===== config.mk =====
export PLATFORM = sky130hd
export DESIGN_NAME = sdu
export DESIGN_NICKNAME = d
export VERILOG_FILES = /design/src/common/sdu_pkg.sv /design/src/uart/uart_rx.sv /design/src/uart/uart_tx.sv /design/src/rx_fifo.sv /design/src/dcp/debug_cmd_proc.sv /design/src/sdu.sv
export VERILOG_INCLUDE_DIRS = /design/src /design/src/common
export SDC_FILE = /design/constraint.sdc
export NUM_CORES = 1
export LEC_CHECK = 0
export BUFFER_PORTS_ARGS = -buffer_cell sky130_fd_sc_hd__buf_2
export CORE_AREA = 2 2 172 174
export CTS_BUF_LIST = sky130_fd_sc_hd__clkbuf_16
export CTS_CLUSTER_DIAMETER = 100
export DETAILED_ROUTE_END_ITERATION = 8
export DIE_AREA = 0 0 174 176
export GPL_TIMING_DRIVEN = 1
export PLACE_DENSITY = 0.77
export SETUP_SLACK_MARGIN = 0.5
export SYNTH_ARGS = -nofsm -noshare
export SYNTH_HDL_FRONTEND = slang
export SYNTH_SLANG_ARGS = --single-unit

===== constraint.sdc =====
create_clock -name clk -period 8.37 [get_ports clk]
set_input_delay 1.674 -clock clk [delete_from_list [all_inputs] [get_ports clk]]
set_output_delay 1.674 -clock clk [all_outputs]
set_load 0.1 [all_outputs]

===== src/common/sdu_consts.svh =====
`ifndef SDU_CONSTS_SVH
`define SDU_CONSTS_SVH

// clock cycles per UART bit
// kept small so a frame stays short in simulation
`define SDU_CLKS_PER_BIT 16

// receive FIFO between uart_rx and the command processor
`define SDU_FIFO_DEPTH 8
`define SDU_FIFO_AW 3

// line feed closes every hex reply
`define SDU_ASCII_LF 8'h0A

// single byte replies
`define SDU_ASCII_ACK 8'h4B
`define SDU_ASCII_HALT 8'h48
`define SDU_ASCII_ERR 8'h3F

`endif


===== src/common/sdu_pkg.sv =====
package sdu_pkg;

    // one received character, framing error flagged alongside
    typedef struct packed {
        logic [7:0] data;
        logic       frame_err;
    } rx_byte_t;

    // what the CPU exposes to the debug unit
    typedef struct packed {
        logic [31:0] pc;
        logic [31:0] npc;
        logic        pc_chk;
    } cpu_probe_t;

    // shared address bus for register file, data and instruction memory
    typedef struct packed {
        logic [31:0] addr;
        logic [31:0] din;
        logic        we_dm;
    } mem_req_t;

    // read ports, all addressed by mem_req_t.addr
    typedef struct packed {
        logic [31:0] dout_rf;
        logic [31:0] dout_dm;
        logic [31:0] dout_im;
    } rd_data_t;

    // command processor FSM
    typedef enum logic [2:0] {
        ST_IDLE,
        ST_OPND,
        ST_SETTLE,
        ST_REPLY,
        ST_RUN,
        ST_ERR
    } dcp_state_e;

endpackage


===== src/uart/uart_rx.sv =====
`include "sdu_consts.svh"

module uart_rx (
    input  logic              clk,
    input  logic              reset,
    input  logic              rxd,
    output logic              rx_valid,
    output sdu_pkg::rx_byte_t rx_byte
);
    localparam int CPB = `SDU_CLKS_PER_BIT;
    localparam int CW = $clog2(CPB);
    localparam logic [CW-1:0] MID = CW'(CPB / 2 - 1);
    localparam logic [CW-1:0] LAST = CW'(CPB - 1);

    logic          rxd_meta;
    logic          rxd_sync;
    logic          rxd_prev;
    logic          start_edge;
    logic          active;
    logic [CW-1:0] clk_cnt;
    logic [3:0]    bit_idx;
    logic [7:0]    rx_shift;

    assign start_edge = rxd_prev & ~rxd_sync;

    // two flops against metastability, a third for the edge
    always_ff @(posedge clk) begin
        if (reset) begin
            rxd_meta <= 1'b1;
            rxd_sync <= 1'b1;
            rxd_prev <= 1'b1;
        end else begin
            rxd_meta <= rxd;
            rxd_sync <= rxd_meta;
            rxd_prev <= rxd_sync;
        end
    end

    // bit_idx 0 is the start bit, 1..8 data, 9 the stop bit
    always_ff @(posedge clk) begin
        if (reset) begin
            active   <= 1'b0;
            clk_cnt  <= '0;
            bit_idx  <= '0;
            rx_valid <= 1'b0;
        end else begin
            rx_valid <= 1'b0;
            if (!active) begin
                if (start_edge) begin
                    active  <= 1'b1;
                    clk_cnt <= '0;
                    bit_idx <= '0;
                end
            end else begin
                clk_cnt <= (clk_cnt == LAST) ? '0 : clk_cnt + 1'b1;
                if (clk_cnt == LAST) begin
                    bit_idx <= bit_idx + 4'd1;
                end
                // sample in the middle of each bit
                if (clk_cnt == MID) begin
                    if (bit_idx == 4'd0) begin
                        // glitch, line back high already
                        if (rxd_sync) begin
                            active <= 1'b0;
                        end
                    end else if (bit_idx == 4'd9) begin
                        active            <= 1'b0;
                        rx_valid          <= 1'b1;
                        rx_byte.data      <= rx_shift;
                        rx_byte.frame_err <= ~rxd_sync;
                    end else begin
                        // lsb arrives first
                        rx_shift <= {rxd_sync, rx_shift[7:1]};
                    end
                end
            end
        end
    end

endmodule


===== src/uart/uart_tx.sv =====
`include "sdu_consts.svh"

module uart_tx (
    input  logic       clk,
    input  logic       reset,
    input  logic       tx_start,
    input  logic [7:0] tx_data,
    output logic       txd,
    output logic       tx_busy
);
    localparam int CPB = `SDU_CLKS_PER_BIT;
    localparam int CW = $clog2(CPB);
    localparam logic [CW-1:0] LAST = CW'(CPB - 1);

    logic [9:0]    tx_shift;
    logic [CW-1:0] clk_cnt;
    logic [3:0]    bit_cnt;

    // line idles high, the shift register holds ones when idle
    assign txd = tx_shift[0];

    always_ff @(posedge clk) begin
        if (reset) begin
            tx_shift <= '1;
            tx_busy  <= 1'b0;
            clk_cnt  <= '0;
            bit_cnt  <= '0;
        end else begin
            if (!tx_busy) begin
                if (tx_start) begin
                    // stop, data lsb first, start
                    tx_shift <= {1'b1, tx_data, 1'b0};
                    tx_busy  <= 1'b1;
                    clk_cnt  <= '0;
                    bit_cnt  <= '0;
                end
            end else begin
                if (clk_cnt == LAST) begin
                    clk_cnt  <= '0;
                    tx_shift <= {1'b1, tx_shift[9:1]};
                    if (bit_cnt == 4'd9) begin
                        // stop bit done
                        tx_busy <= 1'b0;
                    end else begin
                        bit_cnt <= bit_cnt + 4'd1;
                    end
                end else begin
                    clk_cnt <= clk_cnt + 1'b1;
                end
            end
        end
    end

endmodule


===== src/rx_fifo.sv =====
`include "sdu_consts.svh"

module rx_fifo (
    input  logic              clk,
    input  logic              reset,
    input  logic              push,
    input  sdu_pkg::rx_byte_t push_byte,
    input  logic              pop,
    output sdu_pkg::rx_byte_t fifo_head,
    output logic              fifo_empty,
    output logic              rx_overflow
);
    import sdu_pkg::*;

    localparam int AW = `SDU_FIFO_AW;
    localparam int DEPTH = `SDU_FIFO_DEPTH;

    rx_byte_t      buf_mem [DEPTH];
    logic [AW-1:0] wr_ptr;
    logic [AW-1:0] rd_ptr;
    logic [AW:0]   count;
    logic          full;
    logic          do_push;
    logic          do_pop;

    assign full       = (count == (AW + 1)'(DEPTH));
    assign fifo_empty = (count == '0);
    assign do_push    = push & ~full;
    assign do_pop     = pop & ~fifo_empty;
    assign fifo_head  = buf_mem[rd_ptr];

    always_ff @(posedge clk) begin
        if (do_push) begin
            buf_mem[wr_ptr] <= push_byte;
        end
    end

    always_ff @(posedge clk) begin
        if (reset) begin
            wr_ptr      <= '0;
            rd_ptr      <= '0;
            count       <= '0;
            rx_overflow <= 1'b0;
        end else begin
            wr_ptr <= wr_ptr + AW'(do_push);
            rd_ptr <= rd_ptr + AW'(do_pop);
            count  <= count + (AW + 1)'(do_push) - (AW + 1)'(do_pop);
            // sticky until reset
            if (push && full) begin
                rx_overflow <= 1'b1;
            end
        end
    end

endmodule


===== src/dcp/debug_cmd_proc.sv =====
`include "sdu_consts.svh"

module debug_cmd_proc (
    input  logic                clk,
    input  logic                reset,
    input  sdu_pkg::rx_byte_t   fifo_head,
    input  logic                fifo_empty,
    output logic                pop,
    output logic [7:0]          tx_data,
    output logic                tx_start,
    input  logic                tx_busy,
    input  sdu_pkg::cpu_probe_t probe,
    input  sdu_pkg::rd_data_t   rd,
    output sdu_pkg::mem_req_t   mem,
    output logic                cpu_step
);
    import sdu_pkg::*;

    dcp_state_e  state;
    logic [7:0]  cmd;
    logic [4:0]  digits_left;
    logic [63:0] opnd;
    logic [63:0] opnd_nxt;
    logic [31:0] bp;
    logic [31:0] reply;
    logic [3:0]  reply_left;
    logic [7:0]  last_byte;
    logic [7:0]  next_byte;
    logic        settle_cnt;
    logic [31:0] mem_addr;
    logic [31:0] mem_din;
    logic        we_dm;
    logic        head_hex;
    logic        head_space;
    logic [3:0]  head_nib;

    function automatic logic [7:0] nib_to_ascii(input logic [3:0] nib);
        return (nib < 4'd10) ? 8'h30 + {4'h0, nib} : 8'h37 + {4'h0, nib};
    endfunction

    // ascii hex to nibble, uppercase only
    always_comb begin
        head_hex = !fifo_head.frame_err;
        head_nib = 4'h0;
        if (fifo_head.data >= "0" && fifo_head.data <= "9") begin
            head_nib = fifo_head.data[3:0];
        end else if (fifo_head.data >= "A" && fifo_head.data <= "F") begin
            head_nib = fifo_head.data[3:0] + 4'd9;
        end else begin
            head_hex = 1'b0;
        end
    end

    // separators are skipped between and inside operands
    assign head_space = !fifo_head.frame_err &&
                        (fifo_head.data == " " || fifo_head.data == 8'h0D ||
                         fifo_head.data == `SDU_ASCII_LF);

    assign opnd_nxt  = {opnd[59:0], head_nib};
    assign next_byte = (reply_left == 4'd1) ? last_byte : nib_to_ascii(reply[31:28]);
    assign pop       = !fifo_empty && (state == ST_IDLE || state == ST_OPND);
    assign mem       = '{addr: mem_addr, din: mem_din, we_dm: we_dm};

    always_ff @(posedge clk) begin
        if (reset) begin
            state       <= ST_IDLE;
            bp          <= '1;
            cpu_step    <= 1'b0;
            we_dm       <= 1'b0;
            tx_start    <= 1'b0;
            reply_left  <= '0;
            digits_left <= '0;
            settle_cnt  <= 1'b0;
        end else begin
            cpu_step <= 1'b0;
            we_dm    <= 1'b0;
            tx_start <= 1'b0;
            case (state)
                ST_IDLE: begin
                    if (!fifo_empty) begin
                        cmd  <= fifo_head.data;
                        opnd <= '0;
                        if (fifo_head.frame_err) begin
                            state <= ST_ERR;
                        end else begin
                            case (fifo_head.data)
                                "S": cpu_step <= 1'b1;
                                "G": begin
                                    cpu_step <= 1'b1;
                                    state    <= ST_RUN;
                                end
                                "P": begin
                                    reply      <= probe.pc;
                                    last_byte  <= `SDU_ASCII_LF;
                                    reply_left <= 4'd9;
                                    state      <= ST_REPLY;
                                end
                                "B", "D", "I": begin
                                    digits_left <= 5'd8;
                                    state       <= ST_OPND;
                                end
                                "R": begin
                                    digits_left <= 5'd2;
                                    state       <= ST_OPND;
                                end
                                "W": begin
                                    digits_left <= 5'd16;
                                    state       <= ST_OPND;
                                end
                                " ", 8'h0D, `SDU_ASCII_LF: ;
                                default: state <= ST_ERR;
                            endcase
                        end
                    end
                end
                ST_OPND: begin
                    if (!fifo_empty && !head_space) begin
                        if (!head_hex) begin
                            state <= ST_ERR;
                        end else begin
                            opnd        <= opnd_nxt;
                            digits_left <= digits_left - 5'd1;
                            if (digits_left == 5'd1) begin
                                case (cmd)
                                    "B": begin
                                        bp         <= opnd_nxt[31:0];
                                        last_byte  <= `SDU_ASCII_ACK;
                                        reply_left <= 4'd1;
                                        state      <= ST_REPLY;
                                    end
                                    "W": begin
                                        // address first, data second
                                        mem_addr   <= opnd_nxt[63:32];
                                        mem_din    <= opnd_nxt[31:0];
                                        we_dm      <= 1'b1;
                                        last_byte  <= `SDU_ASCII_ACK;
                                        reply_left <= 4'd1;
                                        state      <= ST_REPLY;
                                    end
                                    "R": begin
                                        mem_addr   <= {27'd0, opnd_nxt[4:0]};
                                        settle_cnt <= 1'b0;
                                        state      <= ST_SETTLE;
                                    end
                                    default: begin
                                        mem_addr   <= opnd_nxt[31:0];
                                        settle_cnt <= 1'b0;
                                        state      <= ST_SETTLE;
                                    end
                                endcase
                            end
                        end
                    end
                end
                ST_SETTLE: begin
                    // one cycle for the memories to follow addr
                    settle_cnt <= 1'b1;
                    if (settle_cnt) begin
                        case (cmd)
                            "R": reply <= rd.dout_rf;
                            "I": reply <= rd.dout_im;
                            default: reply <= rd.dout_dm;
                        endcase
                        last_byte  <= `SDU_ASCII_LF;
                        reply_left <= 4'd9;
                        state      <= ST_REPLY;
                    end
                end
                ST_REPLY: begin
                    // tx_busy rises one cycle late, so skip the cycle after a start
                    if (!tx_busy && !tx_start) begin
                        if (reply_left != 4'd0) begin
                            tx_start   <= 1'b1;
                            tx_data    <= next_byte;
                            reply      <= {reply[27:0], 4'h0};
                            reply_left <= reply_left - 4'd1;
                        end else begin
                            state <= ST_IDLE;
                        end
                    end
                end
                ST_RUN: begin
                    // the step in flight lands pc on the breakpoint
                    if (probe.pc_chk && probe.npc == bp) begin
                        last_byte  <= `SDU_ASCII_HALT;
                        reply_left <= 4'd1;
                        state      <= ST_REPLY;
                    end else begin
                        cpu_step <= 1'b1;
                    end
                end
                ST_ERR: begin
                    last_byte  <= `SDU_ASCII_ERR;
                    reply_left <= 4'd1;
                    state      <= ST_REPLY;
                end
                default: state <= ST_IDLE;
            endcase
        end
    end

endmodule


===== src/sdu.sv =====
module sdu (
    input  logic                clk,
    input  logic                reset,
    input  logic                rxd,
    output logic                txd,
    input  sdu_pkg::cpu_probe_t probe,
    input  sdu_pkg::rd_data_t   rd,
    output sdu_pkg::mem_req_t   mem,
    output logic                cpu_step,
    output logic                rx_overflow
);
    import sdu_pkg::*;

    logic       rx_valid;
    rx_byte_t   rx_byte;
    rx_byte_t   fifo_head;
    logic       fifo_empty;
    logic       pop;
    logic [7:0] tx_data;
    logic       tx_start;
    logic       tx_busy;

    uart_rx i_rx (
        .clk      (clk),
        .reset    (reset),
        .rxd      (rxd),
        .rx_valid (rx_valid),
        .rx_byte  (rx_byte)
    );

    // buffers host bytes while a reply is on the line
    rx_fifo i_fifo (
        .clk         (clk),
        .reset       (reset),
        .push        (rx_valid),
        .push_byte   (rx_byte),
        .pop         (pop),
        .fifo_head   (fifo_head),
        .fifo_empty  (fifo_empty),
        .rx_overflow (rx_overflow)
    );

    debug_cmd_proc i_cmd (
        .clk        (clk),
        .reset      (reset),
        .fifo_head  (fifo_head),
        .fifo_empty (fifo_empty),
        .pop        (pop),
        .tx_data    (tx_data),
        .tx_start   (tx_start),
        .tx_busy    (tx_busy),
        .probe      (probe),
        .rd         (rd),
        .mem        (mem),
        .cpu_step   (cpu_step)
    );

    uart_tx i_tx (
        .clk      (clk),
        .reset    (reset),
        .tx_start (tx_start),
        .tx_data  (tx_data),
        .txd      (txd),
        .tx_busy  (tx_busy)
    );

endmodule


==> flow_metrics.env <==
export IMPL_finalInstanceArea_um2=18240
export IMPL_antenna_found_initial=0
export IMPL_post_cts_buffers=0
export IMPL_fin_crit_ns=4.281
export IMPL_finalWeightedCongestion=0.8685
export IMPL_synthToLayoutAreaGrowth_pct=16.69
export IMPL_first_pass_iters=5
export IMPL_final_cell_mix="edfxtp_1 (264), buf_2 (230), nand2_1 (109), dfxtp_1 (90), o21ai_0 (89)"
export IMPL_fin_tns_setup_ns=0
export IMPL_synth_top_area_share=0.5072
export IMPL_num_io_pins=232
export IMPL_drt_iter0_markers=1096
export IMPL_layout_setup_ws_ns=4.089
export IMPL_p_leak_nw=6.848
export IMPL_htreeDepth=2
export IMPL_hpwl_um=23790
export IMPL_wire_per_inst_um=18.67
export IMPL_worstSetupEndpointType="register"
export IMPL_fin_skew_ns=0.02338
export IMPL_die_h_um=176
export IMPL_grt_max_degree=83
export IMPL_drt_wl_total_um=35440
export IMPL_fill_cells=2159
export IMPL_status="finished, final reports clean"
export IMPL_yosysUniqueCellTypes=72
export IMPL_worstMarginPinSlew_ns=1.241
export IMPL_insertion_delay_ns=0.53
export IMPL_ff_latch_area_um2=9729
export IMPL_cap_violations=0
export IMPL_layout_commonest_cell="edfxtp_1"
export IMPL_ys_ff_latch=354
export IMPL_synth_largest_area_cell="edfxtp_1"
export IMPL_ys_seq_area_frac=0.6225
export IMPL_fp_coreArea_um2=28550
export IMPL_setup_viol=0
export IMPL_first_global_vias=10590
export IMPL_viasPerCell=5.699
export IMPL_grtUsageTotal=0.2280
export IMPL_hold_viol=0
export IMPL_totalPowerFinal_w=0.005006
export IMPL_grt_pass1_wl_um=55520
export IMPL_endpoint="i_cmd.bp[11]"
export IMPL_synth_flop_cell="edfxtp_1"
export IMPL_netlist_instances=1273
export IMPL_reg2reg_slack_ns=4.09
export IMPL_ant_nets=0
export IMPL_rows=62
export IMPL_placement_io_buffers=231
export IMPL_p_per_area_nw_per_um2=274.5
export IMPL_synth_enable_flop_cells=264
export IMPL_gr_total_overflow=0
export IMPL_drcViolationCount=0
export IMPL_netlist_area_um2=15630
export IMPL_ctsHoldBuffers=0
export IMPL_irDropWorstVdd_uv=153.2
export IMPL_synth_area_top_cells="edfxtp_1 (51%), dfxtp_1 (12%), and2_1 (3.2%), o21ai_0 (2.9%), nand2_1 (2.6%)"
export IMPL_cts_root_buf="clkbuf_16"
export IMPL_synthArstFlopShare=0
export IMPL_drive_above_1_share=0.2318
export IMPL_cts_buffer_depth=3
export IMPL_avgSynthCellArea_um2=12.28
export IMPL_maxSlewViolCount=0
export IMPL_worst_ep_required_time_ns=8.76
export IMPL_hold_slack_ns=0.4127
export IMPL_startpoint_type="register"
export IMPL_worstReg2RegStart="i_fifo.rd_ptr[1]"
export IMPL_die_area_um2=30620
export IMPL_fmax_mhz=233.6
export IMPL_rr_endpoint="i_cmd.bp[11]"
export IMPL_crit_path_max_fanout=28
export IMPL_rsz0062_at_grt="false"
export IMPL_initial_core_util=0.5475
export IMPL_clkTransAtPathRegs_ns=0.06
export IMPL_clock_sinks=354
export IMPL_fin_nets=1679
export IMPL_post_cts_resize_count=0
export IMPL_diodes=0
export IMPL_tritoncts="built"
export IMPL_pre_cts_ws_ns=3.829
export IMPL_critPathKind="register to register"
export IMPL_placed_cell_area_um2=17070
export IMPL_num_vias=10820
export IMPL_numCtsBuffers=36
export IMPL_syn_num_nets=1465
export IMPL_hp_class="register to register"
export IMPL_yosys_warnings=0
export IMPL_multi_input_area_um2=5449
export IMPL_max_slew_margin=0.1725
export IMPL_worstPathArrival_ns=4.67
export IMPL_crit_start="i_fifo.rd_ptr[1]"
export IMPL_die_w_um=174
export IMPL_rr_worst_depth=9
export IMPL_post_route_period_util=0.5114
-- power breakdown --
part           total (W)  internal [W]  leakage (nW)  switching, W
Combinational    0.00110      0.000427          3.10      0.000672
Sequential       0.00234       0.00218          3.15      0.000160
Clock            0.00157      0.000916         0.602      0.000655
-- metrics by stage --
stage | util | cells
detailed placement | 0.5980 | 1833
finish | 0.6389 | 1898
global placement | 0.5980 | 1833
CTS | 0.6389 | 1898
global route | 0.6389 | 1898
floorplan | - | 1273
-- worst min-delay path by stage --
stage / slack, ns / depth (start not counted) / from / to
final: 0.41 / 1 / i_rx.rxd_meta / i_rx.rxd_sync
after global routing: 0.43 / 1 / i_rx.rxd_meta / i_rx.rxd_sync
after CTS: 0.42 / 1 / i_rx.rxd_meta / i_rx.rxd_sync
after detailed placement: 0.41 / 1 / i_rx.rxd_meta / i_rx.rxd_sync
after global placement: 0.39 / 1 / i_rx.rxd_meta / i_rx.rxd_sync
after floorplan: 0.39 / 1 / i_rx.rxd_meta / i_rx.rxd_sync
-- logic make-up after synthesis --
| family | share of synthesized area |
|---|---|
| compound gates | 0.1199 |
| xor+xnor | 0.02466 |
| fa+ha+maj | 0.02290 |
| buf+inv | 0.03122 |
| flops | 0.6225 |
| mux | 0.04123 |
| simple gates | 0.1375 |
-- cells in the mapped netlist, types with 5 or more instances --
master,count
a211o_1,32
a21oi_1,43
a22o_1,31
a22oi_1,30
a31oi_1,6
and2_0,7
and2_1,80
and3_1,5
buf_6,8
clkbuf_1,56
dfxtp_1,90
edfxtp_1,264
ha_1,27
inv_1,37
mux2_2,14
mux2i_1,13
mux4_1,7
mux4_2,7
nand2_1,109
nand2b_1,23
nand3_1,42
nand4_1,6
nor2_1,71
nor2b_1,8
nor3_1,24
nor4_1,12
o21ai_0,89
o22ai_1,8
o31ai_1,5
or2_2,13
xnor2_1,11
xor2_1,33
-- layout make-up --
type	count	area share
Tap cell	384	0.02634
Clock inverter	29	0.01448
Multi-Input combinational cell	811	0.2988
Inverter	38	0.007821
Timing Repair Buffer	246	0.06970
Clock buffer	36	0.04940
Sequential cell	354	0.5335
-- routing by layer --
layer  GRT usage  up-vias  share of wire
met3     0.03424       64          0.060
met2      0.3982      435           0.51
met1      0.2941     5205           0.41
li1            -     5113              -
met4     0.07493        0          0.024
met5           0        -              0
-- flip-flops by register name (all words and copies together), names as in the netlist, 5 cells and up --
| name | count |
|---|---|
| i_cmd.mem_din | 32 |
| i_cmd.mem_addr | 32 |
| i_cmd.tx_data | 7 |
| i_rx.rx_byte | 9 |
| i_cmd.digits_left | 5 |
| i_cmd.reply | 32 |
| i_tx.tx_shift | 9 |
| i_fifo.buf_mem | 72 |
| i_cmd.cmd | 8 |
| i_rx.rx_shift | 8 |
| i_cmd.opnd | 60 |
| i_cmd.bp | 32 |
-- critical path: stages, from the launching register on --
cell,delay (ns)
dfxtp_1,0.84
mux4_2,0.58
mux2i_1,0.37
inv_1,0.18
ha_1,0.28
a2111o_1,0.38
o2111a_2,0.22
o21a_4,0.27
and3_1,0.56
a211o_1,0.46
Power figures use the tool's default switching activity.
